<file path="src/bp_config.svh">
`ifndef BP_CONFIG_SVH
`define BP_CONFIG_SVH

// ------------------------------
// table and stack geometry
// ------------------------------
`define BP_INDEX_BITS 6
`define BP_RAS_DEPTH 8

// ------------------------------
// fetch addresses
// ------------------------------
`define BP_RESET_PC 32'hbfc00000
`define BP_EXC_VECTOR_RESET 32'hbfc00380

// wishbone word addresses of the configuration registers.
`define BP_ADR_CTRL 2'd0
`define BP_ADR_EXC 2'd1
`define BP_ADR_PRED 2'd2
`define BP_ADR_MISS 2'd3

`endif

</file>
<file path="src/bp_pkg.sv">
`default_nettype none

`include "bp_config.svh"

package bp_pkg;

    // instruction address.
    typedef logic [31:0] addr_t;

    // table index, taken from the pc bits above the 8-byte block offset.
    typedef logic [`BP_INDEX_BITS-1:0] idx_t;

    // 2-bit direction counter, values 2 and 3 predict taken.
    typedef logic [1:0] sat2_t;

    // repeat counter of one stack entry.
    typedef logic [7:0] ras_cnt_t;

    // stack top pointer.
    typedef logic [$clog2(`BP_RAS_DEPTH)-1:0] ras_ptr_t;

    // register select of the wishbone slave.
    typedef enum logic [1:0] {
        CTRL       = `BP_ADR_CTRL,
        EXC_VECTOR = `BP_ADR_EXC,
        PRED_COUNT = `BP_ADR_PRED,
        MISS_COUNT = `BP_ADR_MISS
    } csr_sel_t;

endpackage

`default_nettype wire

</file>
<file path="src/bp_predictor.sv">
`timescale 1ns/1ps
`default_nettype none

`include "bp_config.svh"

module bp_predictor (
    input  logic          clk,
    input  logic          resetn,
    input  bp_pkg::addr_t pc,
    input  logic          pred_en,
    input  logic          tbl_clear,
    input  logic          dec_valid,
    input  bp_pkg::addr_t dec_pc,
    input  logic          dec_is_ret,
    input  logic          ex_valid,
    input  bp_pkg::addr_t ex_pc,
    input  logic          ex_taken,
    input  bp_pkg::addr_t ex_target,
    input  logic          ras_valid,
    input  bp_pkg::addr_t ras_top_pc,
    output logic          pred_taken,
    output bp_pkg::addr_t pred_pc
);
    import bp_pkg::*;

    localparam int tbl_size = 1 << `BP_INDEX_BITS;

    sat2_t pht [tbl_size];
    addr_t btb [tbl_size];
    logic  ret_flag [tbl_size];

    idx_t  rd_idx;
    idx_t  ex_idx;
    idx_t  dec_idx;
    sat2_t ex_cnt;

    logic  hit_taken;
    addr_t hit_target;
    logic  is_ret;

    assign rd_idx  = pc[3 +: `BP_INDEX_BITS];
    assign ex_idx  = ex_pc[3 +: `BP_INDEX_BITS];
    assign dec_idx = dec_pc[3 +: `BP_INDEX_BITS];

    // ------------------------------
    // lookup
    // ------------------------------
    assign hit_taken  = pht[rd_idx][1];   // upper bit set means 2 or 3.
    assign hit_target = btb[rd_idx];
    assign is_ret     = ret_flag[rd_idx];

    always_comb begin
        pred_taken = 1'b0;
        pred_pc    = hit_target;
        if (is_ret && ras_valid) begin
            pred_taken = 1'b1;
            pred_pc    = ras_top_pc;
        end else if (hit_taken && hit_target != '0) begin
            // an empty target entry is treated as not taken.
            pred_taken = 1'b1;
        end
        if (!pred_en) begin
            pred_taken = 1'b0;
        end
    end

    // ------------------------------
    // training
    // ------------------------------
    assign ex_cnt = pht[ex_idx];

    always_ff @(posedge clk) begin
        if (!resetn || tbl_clear) begin
            for (int i = 0; i < tbl_size; i++) begin
                pht[i] <= 2'd1;                // weakly not taken.
            end
        end else if (ex_valid) begin
            if (ex_taken) begin
                if (ex_cnt != 2'd3) begin
                    pht[ex_idx] <= ex_cnt + 2'd1;
                end
            end else if (ex_cnt != 2'd0) begin
                pht[ex_idx] <= ex_cnt - 2'd1;
            end
        end
    end

    always_ff @(posedge clk) begin
        if (!resetn || tbl_clear) begin
            for (int i = 0; i < tbl_size; i++) begin
                btb[i] <= '0;
            end
        end else if (ex_valid && ex_taken) begin
            btb[ex_idx] <= ex_target;
        end
    end

    // decode marks whether the block ends in a return.
    always_ff @(posedge clk) begin
        if (!resetn || tbl_clear) begin
            for (int i = 0; i < tbl_size; i++) begin
                ret_flag[i] <= 1'b0;
            end
        end else if (dec_valid) begin
            ret_flag[dec_idx] <= dec_is_ret;
        end
    end

endmodule

`default_nettype wire

</file>
<file path="src/bp_ras.sv">
`timescale 1ns/1ps
`default_nettype none

`include "bp_config.svh"

module bp_ras (
    input  logic          clk,
    input  logic          resetn,
    input  logic          ras_en,
    input  logic          tbl_clear,
    input  logic          ex_valid,
    input  logic          ex_is_call,
    input  logic          ex_is_ret,
    input  bp_pkg::addr_t ex_pc,
    output logic          ras_valid,
    output bp_pkg::addr_t ras_top_pc
);
    import bp_pkg::*;

    addr_t    ras_pc [`BP_RAS_DEPTH];
    ras_cnt_t ras_cnt [`BP_RAS_DEPTH];
    ras_ptr_t top;
    ras_ptr_t top_up;
    addr_t    push_pc;

    assign push_pc = ex_pc + 32'd8;      // return address of the call.
    assign top_up  = top + 1'b1;         // wraps from the last entry to 0.

    assign ras_top_pc = ras_pc[top];
    assign ras_valid  = ras_en && (ras_pc[top] != '0);

    always_ff @(posedge clk) begin
        if (!resetn || tbl_clear) begin
            top <= '0;
            for (int i = 0; i < `BP_RAS_DEPTH; i++) begin
                ras_pc[i]  <= '0;
                ras_cnt[i] <= '0;
            end
        end else if (ex_valid && ex_is_ret) begin
            if (ras_cnt[top] == '0) begin
                ras_pc[top] <= '0;
                top         <= top - 1'b1;
            end else begin
                ras_cnt[top] <= ras_cnt[top] - 8'd1;
            end
        end else if (ex_valid && ex_is_call) begin
            // a repeated call to the same site only bumps the counter.
            if (ras_pc[top] == push_pc && ras_cnt[top] != 8'hff) begin
                ras_cnt[top] <= ras_cnt[top] + 8'd1;
            end else begin
                top             <= top_up;
                ras_pc[top_up]  <= push_pc;
                ras_cnt[top_up] <= '0;
            end
        end
    end

endmodule

`default_nettype wire

</file>
<file path="src/bp_fetch_pc.sv">
`timescale 1ns/1ps
`default_nettype none

`include "bp_config.svh"

module bp_fetch_pc (
    input  logic          clk,
    input  logic          resetn,
    input  logic          fetch_ready,
    input  logic          exc_flush,
    input  logic          eret,
    input  bp_pkg::addr_t epc,
    input  logic          mispredict,
    input  bp_pkg::addr_t recover_pc,
    input  bp_pkg::addr_t exc_vector,
    input  logic          pred_taken,
    input  bp_pkg::addr_t pred_pc,
    output bp_pkg::addr_t pc
);
    import bp_pkg::*;

    addr_t seq_pc;
    addr_t next_pc;
    logic  redirect;

    assign seq_pc   = {pc[31:3], 3'b000} + 32'd8;
    assign redirect = exc_flush || eret || mispredict;

    // fixed priority, redirects first.
    always_comb begin
        if (exc_flush) begin
            next_pc = exc_vector;
        end else if (eret) begin
            next_pc = epc;
        end else if (mispredict) begin
            next_pc = recover_pc;
        end else if (pred_taken) begin
            next_pc = pred_pc;
        end else begin
            next_pc = seq_pc;
        end
    end

    always_ff @(posedge clk) begin
        if (!resetn) begin
            pc <= `BP_RESET_PC;
        end else if (fetch_ready || redirect) begin   // redirects ignore a stall.
            pc <= next_pc;
        end
    end

endmodule

`default_nettype wire

</file>
<file path="src/bp_csr.sv">
`timescale 1ns/1ps
`default_nettype none

`include "bp_config.svh"

module bp_csr (
    input  logic          clk,
    input  logic          resetn,
    input  logic          wb_cyc,
    input  logic          wb_stb,
    input  logic          wb_we,
    input  logic [1:0]    wb_adr,
    input  logic [31:0]   wb_dat_w,
    output logic [31:0]   wb_dat_r,
    output logic          wb_ack,
    input  logic          pred_taken,
    input  logic          fetch_ready,
    input  logic          mispredict,
    output logic          pred_en,
    output logic          ras_en,
    output logic          tbl_clear,
    output bp_pkg::addr_t exc_vector
);
    import bp_pkg::*;

    csr_sel_t    sel;
    logic        req;
    logic        wr;
    logic [31:0] pred_count;
    logic [31:0] miss_count;

    assign sel = csr_sel_t'(wb_adr);
    assign req = wb_cyc && wb_stb && !wb_ack;   // idle one cycle after each ack.
    assign wr  = req && wb_we;

    // ------------------------------
    // bus handshake and read data
    // ------------------------------
    always_ff @(posedge clk) begin
        if (!resetn) begin
            wb_ack <= 1'b0;
        end else begin
            wb_ack <= req;
        end
    end

    always_ff @(posedge clk) begin
        if (req) begin
            case (sel)
                CTRL:       wb_dat_r <= {30'b0, ras_en, pred_en};   // clear bit reads 0.
                EXC_VECTOR: wb_dat_r <= exc_vector;
                PRED_COUNT: wb_dat_r <= pred_count;
                MISS_COUNT: wb_dat_r <= miss_count;
                default:    wb_dat_r <= '0;
            endcase
        end
    end

    // ------------------------------
    // control and vector
    // ------------------------------
    always_ff @(posedge clk) begin
        if (!resetn) begin
            pred_en    <= 1'b1;
            ras_en     <= 1'b1;
            tbl_clear  <= 1'b0;
            exc_vector <= `BP_EXC_VECTOR_RESET;
        end else begin
            tbl_clear <= wr && sel == CTRL && wb_dat_w[2];
            if (wr && sel == CTRL) begin
                pred_en <= wb_dat_w[0];
                ras_en  <= wb_dat_w[1];
            end
            if (wr && sel == EXC_VECTOR) begin
                exc_vector <= wb_dat_w;
            end
        end
    end

    // event counters, a write of any value clears them.
    always_ff @(posedge clk) begin
        if (!resetn) begin
            pred_count <= '0;
            miss_count <= '0;
        end else begin
            if (wr && sel == PRED_COUNT) begin
                pred_count <= '0;
            end else if (fetch_ready && pred_taken) begin
                pred_count <= pred_count + 32'd1;
            end
            if (wr && sel == MISS_COUNT) begin
                miss_count <= '0;
            end else if (mispredict) begin
                miss_count <= miss_count + 32'd1;
            end
        end
    end

endmodule

`default_nettype wire

</file>
<file path="src/bp_frontend.sv">
`timescale 1ns/1ps
`default_nettype none

module bp_frontend (
    input  logic          clk,
    input  logic          resetn,
    input  logic          wb_cyc,
    input  logic          wb_stb,
    input  logic          wb_we,
    input  logic [1:0]    wb_adr,
    input  logic [31:0]   wb_dat_w,
    output logic [31:0]   wb_dat_r,
    output logic          wb_ack,
    input  logic          ex_valid,
    input  bp_pkg::addr_t ex_pc,
    input  logic          ex_taken,
    input  bp_pkg::addr_t ex_target,
    input  logic          ex_is_call,
    input  logic          ex_is_ret,
    input  logic          dec_valid,
    input  bp_pkg::addr_t dec_pc,
    input  logic          dec_is_ret,
    input  logic          exc_flush,
    input  logic          eret,
    input  bp_pkg::addr_t epc,
    input  logic          mispredict,
    input  bp_pkg::addr_t recover_pc,
    input  logic          fetch_ready,
    output bp_pkg::addr_t pc,
    output logic          pred_taken
);
    import bp_pkg::*;

    logic  pred_en;
    logic  ras_en;
    logic  tbl_clear;
    addr_t exc_vector;
    logic  ras_valid;
    addr_t ras_top_pc;
    addr_t pred_pc;

    bp_csr u_csr (
        .clk(clk), .resetn(resetn),
        .wb_cyc(wb_cyc), .wb_stb(wb_stb), .wb_we(wb_we), .wb_adr(wb_adr),
        .wb_dat_w(wb_dat_w), .wb_dat_r(wb_dat_r), .wb_ack(wb_ack),
        .pred_taken(pred_taken), .fetch_ready(fetch_ready), .mispredict(mispredict),
        .pred_en(pred_en), .ras_en(ras_en), .tbl_clear(tbl_clear),
        .exc_vector(exc_vector)
    );

    bp_predictor u_predictor (
        .clk(clk), .resetn(resetn), .pc(pc),
        .pred_en(pred_en), .tbl_clear(tbl_clear),
        .dec_valid(dec_valid), .dec_pc(dec_pc), .dec_is_ret(dec_is_ret),
        .ex_valid(ex_valid), .ex_pc(ex_pc), .ex_taken(ex_taken), .ex_target(ex_target),
        .ras_valid(ras_valid), .ras_top_pc(ras_top_pc),
        .pred_taken(pred_taken), .pred_pc(pred_pc)
    );

    bp_ras u_ras (
        .clk(clk), .resetn(resetn), .ras_en(ras_en), .tbl_clear(tbl_clear),
        .ex_valid(ex_valid), .ex_is_call(ex_is_call), .ex_is_ret(ex_is_ret),
        .ex_pc(ex_pc), .ras_valid(ras_valid), .ras_top_pc(ras_top_pc)
    );

    bp_fetch_pc u_fetch_pc (
        .clk(clk), .resetn(resetn), .fetch_ready(fetch_ready),
        .exc_flush(exc_flush), .eret(eret), .epc(epc),
        .mispredict(mispredict), .recover_pc(recover_pc), .exc_vector(exc_vector),
        .pred_taken(pred_taken), .pred_pc(pred_pc), .pc(pc)
    );

endmodule

`default_nettype wire

</file>
<file path="config.mk">
export PLATFORM = sky130hd
export DESIGN_NAME = bp_frontend
export DESIGN_NICKNAME = d
export VERILOG_FILES = /design/src/bp_pkg.sv /design/src/bp_predictor.sv /design/src/bp_ras.sv /design/src/bp_fetch_pc.sv /design/src/bp_csr.sv /design/src/bp_frontend.sv
export VERILOG_INCLUDE_DIRS = /design/src
export SDC_FILE = /design/constraint.sdc
export NUM_CORES = 2
export LEC_CHECK = 0
export BUFFER_PORTS_ARGS = -buffer_cell sky130_fd_sc_hd__buf_2
export CAP_MARGIN = 0
export CORE_MARGIN = 10
export CORE_UTILIZATION = 65
export CTS_BUF_LIST = sky130_fd_sc_hd__clkbuf_8
export DETAILED_ROUTE_END_ITERATION = 7
export PLACE_DENSITY = 0.88
export SYNTH_ARGS = -nofsm -noshare
export SYNTH_HDL_FRONTEND = slang
export SYNTH_SLANG_ARGS = --single-unit
</file>
<file path="constraint.sdc">
create_clock -name clk -period 12.5 [get_ports clk]
set_clock_uncertainty 0.05 [all_clocks]
set_input_delay 2.5 -clock clk [delete_from_list [all_inputs] [get_ports clk]]
set_output_delay 2.5 -clock clk [all_outputs]
set_load 0.03 [all_outputs]
</file>
==> results.json <==
{
  "rsz0062_at_grt": "no",
  "violations": "design-rule violations, max-capacitance violations, max-slew violations",
  "die-width_um": 465,
  "wl_met2_um": 178000,
  "ys_seq_elements": 2736,
  "track_usage_pct": 37.3,
  "die_h_um": 465,
  "grt_max_degree": 101,
  "crit_path_top_delay_cell": "a211oi_1",
  "finalCriticalPeriod_ns": 10.62,
  "r2r_slack_ns": 5.09,
  "io_pins": 275,
  "cts.clk_slew.worst_paths_ns": 0.07,
  "layout-drive-gt1-share_pct": 18.0,
  "grt_pass1_vias": 85661,
  "setup_viol": 0,
  "status": "finished, violations left",
  "totalWireLength_um": 412000,
  "synth_seq_area_share_pct": 62.8,
  "mostFrequentLayoutCell": "edfxtp_1",
  "ys_types": 95,
  "cpPeakStageDelay_ns": 1.17,
  "post_cts_buffers": 0,
  "row_count": 163,
  "fmax_ghz": 0.0941,
  "place_congestion": 1.00,
  "crit_chain": "buf_12, nor2b_1, buf_4, a22oi_1, nand3_1, nand4_1, a211oi_1, nand4_1, or4b_1, nor4_4, buf_4, or2_4, inv_4, buf_2",
  "initial_core_util_pct": 65.2,
  "fin_nets": 9681,
  "cp_max_fo": 78,
  "synth_area_sq_mm": 0.128,
  "overflow": 0,
  "remaining_drc_errors": 26,
  "cts_hold_buf": 0,
  "ant_nets": 0,
  "dr_wl_met3_um": 71700,
  "cts_tree": "done",
  "synth-main-ff-cell": "edfxtp_1",
  "synth_top_cell_by_area": "edfxtp_1",
  "cp.required_ns": 9.95,
  "ir_drop_v": 0.000140,
  "tightest_slew_ns": 1.49,
  "final-hold-violation-count": 0,
  "critPathBufInv": 5,
  "min_path_type": "register to register",
  "synth_area_per_cell_sq_um": 13.7,
  "syn_inst": 9379,
  "antenna_found_initial": 40,
  "maxSlewViolCount": 2,
  "slew_headroom_pct": -0.583,
  "setup_slack_ns": 1.88,
  "drv_cap": 1,
  "viasPerCell": 7.04,
  "grt_pass1_wl_um": 588000,
  "cts.sinks": 2736,
  "ys_async_sr_fraction_pct": 0,
  "cp.arrival_ns": 8.07,
  "yosys_warnings": 0,
  "port_buffers": 248,
  "met1_length_um": 127000,
  "top_layer_used": "met5",
  "dp_hpwl_um": 249000,
  "crit_path_end_kind": "output pin",
  "post-route-period-util_pct": 85.0,
  "final_cells": 12428,
  "synthDominantCellAreaShare_pct": 60.6,
  "dp_cells": 11666,
  "cp-start-kind": "register",
  "dieArea_sq_mm": 0.216,
  "cts_resized": 0,
  "drt_iter0_markers": 15208,
  "dpl_worst_slack_ns": 3.61,
  "dr.pass1.iters": 8,
  "synthesis.nets": 9601,
  "numCtsBuffers": 431,
  "power_density_mw_per_mm2": 139,
  "clk-insertion-delay-late_ns": 1.21,
  "syn2layout_area_growth_pct": 8.87,
  "crit_type": "register to output pin",
  "synthTopCellsByArea": "edfxtp_1 (61%), and2_1 (10%), mux4_2 (8.2%)",
  "synth_enable_flop_cells": 2592,
  "final_cell_mix": "edfxtp_1 (2592), and2_1 (2077), nor2_1 (605)",
  "wl_per_cell_um": 33.2,
  "cts_buffer_depth": 4,
  "cts_root_buf": "clkbuf_8",
  "cp_top_family": "simple AND/OR/NAND/NOR gates",
  "leakage_nw": 50.3,
  "hold-worst-slack_ns": 0.439,
  "vias": 87451,
  "nFillCells": 11864,
  "htreeDepth": 5,
  "setup_tns_ns": 0,
  "coreArea_sq_mm": 0.197
}
==> routing by layer <==
layer,GRT usage (%),vias to the layer above
li1,-,34624
met1,44.9,42449
met2,54.4,8454
met3,16.5,1878
met4,24.1,46
met5,2.54,-
==> sequential cells by signal (all words and copies together) (netlist names), named ones only <==
signal,count
u_csr.miss_count,32
u_csr.pred_count,32
u_csr.wb_dat_r,32
u_csr.tbl_clear,1
u_csr.exc_vector,32
u_csr.wb_ack,1
u_csr.pred_en,1
u_fetch_pc.pc,32
u_csr.ras_en,1
u_predictor.btb,2048
u_predictor.pht,128
u_ras.top,3
u_ras.ras_cnt,64
u_ras.ras_pc,256
u_predictor.ret_flag,64
==> report_power, final <==
part / switching [W] / total, W / internal, W
combinational: 0.00154 / 0.00215 / 0.000612
clock: 0.00352 / 0.00691 / 0.00340
sequential: 0.000123 / 0.0104 / 0.0103
==> kinds of logic (layout without fill, tap and decap cells) <==
kind of cell,Yosys count,in the layout,share of synthesized area [%]
xor gates and xnor gates,127,127,0.984
muxes,960,960,12.1
other,0,19,0
buffers and inverters,950,1340,3.36
adders and majority gates,13,13,0.132
AOI/OAI and AO/OA,986,986,5.11
DFF,2736,2736,62.8
and+or+nand+nor,3607,3607,15.5
==> stage by stage <==
stage / instance area [sq um] / utilization, % / total power (W)
floorplan: 128000 / - / 0.0117
global placement: 132000 / 67.2 / 0.0125
detailed placement: 132000 / 67.2 / 0.0126
CTS: 140000 / 71.0 / 0.0193
global route: 140000 / 71.0 / 0.0198
finish: 140000 / 71.0 / 0.0195
==> cells in the mapped netlist (27+ instances only) <==
library cell	number
nor3_1	64
buf_6	43
nand3_1	144
mux2_2	47
buf_1	68
mux2i_1	443
mux4_2	470
buf_2	120
o211ai_1	27
a21oi_1	149
nor2_1	675
inv_1	62
o21ai_0	271
a221oi_1	43
buf_4	54
o22ai_1	60
nand4_1	37
a31oi_1	34
edfxtp_1	2592
xor2_1	50
nand2_1	362
and2_1	2078
or3_1	30
a22oi_1	186
a22o_1	50
nor4_1	33
dfxtp_1	144
clkbuf_1	588
xnor2_1	66
and3_1	47
==> final timing paths <==
path,startpoint,cells past startpoint,to
worst max-delay path,register,14,pred_taken
worst min-delay path,u_csr.exc_vector[1]$_SDFFE_PN0P_,2,u_csr.exc_vector[1]$_SDFFE_PN0P_
worst max register to register,register,20,u_ras.ras_cnt[3][7]$_SDFFCE_PN0P_
worst min register to register,u_csr.exc_vector[1]$_SDFFE_PN0P_,2,u_csr.exc_vector[1]$_SDFFE_PN0P_
==> layout make-up <==
| class | instances | area, sq um | share of cell area [%] |
|---|---|---|---|
| clock buffer | 443 | 6100 | 4.36 |
| sequential | 2736 | 80700 | 57.7 |
| multi-input combinational | 5693 | 44600 | 31.9 |
| inverter | 64 | 243 | 0.174 |
| timing repair buffer | 533 | 3470 | 2.48 |
| antenna | 19 | 47.5 | 0.0340 |
| tap | 2640 | 3300 | 2.36 |
| clock inverter | 300 | 1390 | 0.990 |
==> worst reg2reg max path, delay by kind of cell (launching register included) <==
kind / cells / cell delay (ns)
mux: 3 / 1.95
simple gates: 7 / 1.84
xor+xnor: 3 / 0.58
buf+inv: 2 / 0.94
compound gates: 4 / 0.66
flops: 1 / 0.72
fa+ha+maj: 1 / 0.33
No activity file was read; power rests on OpenSTA's default activity.
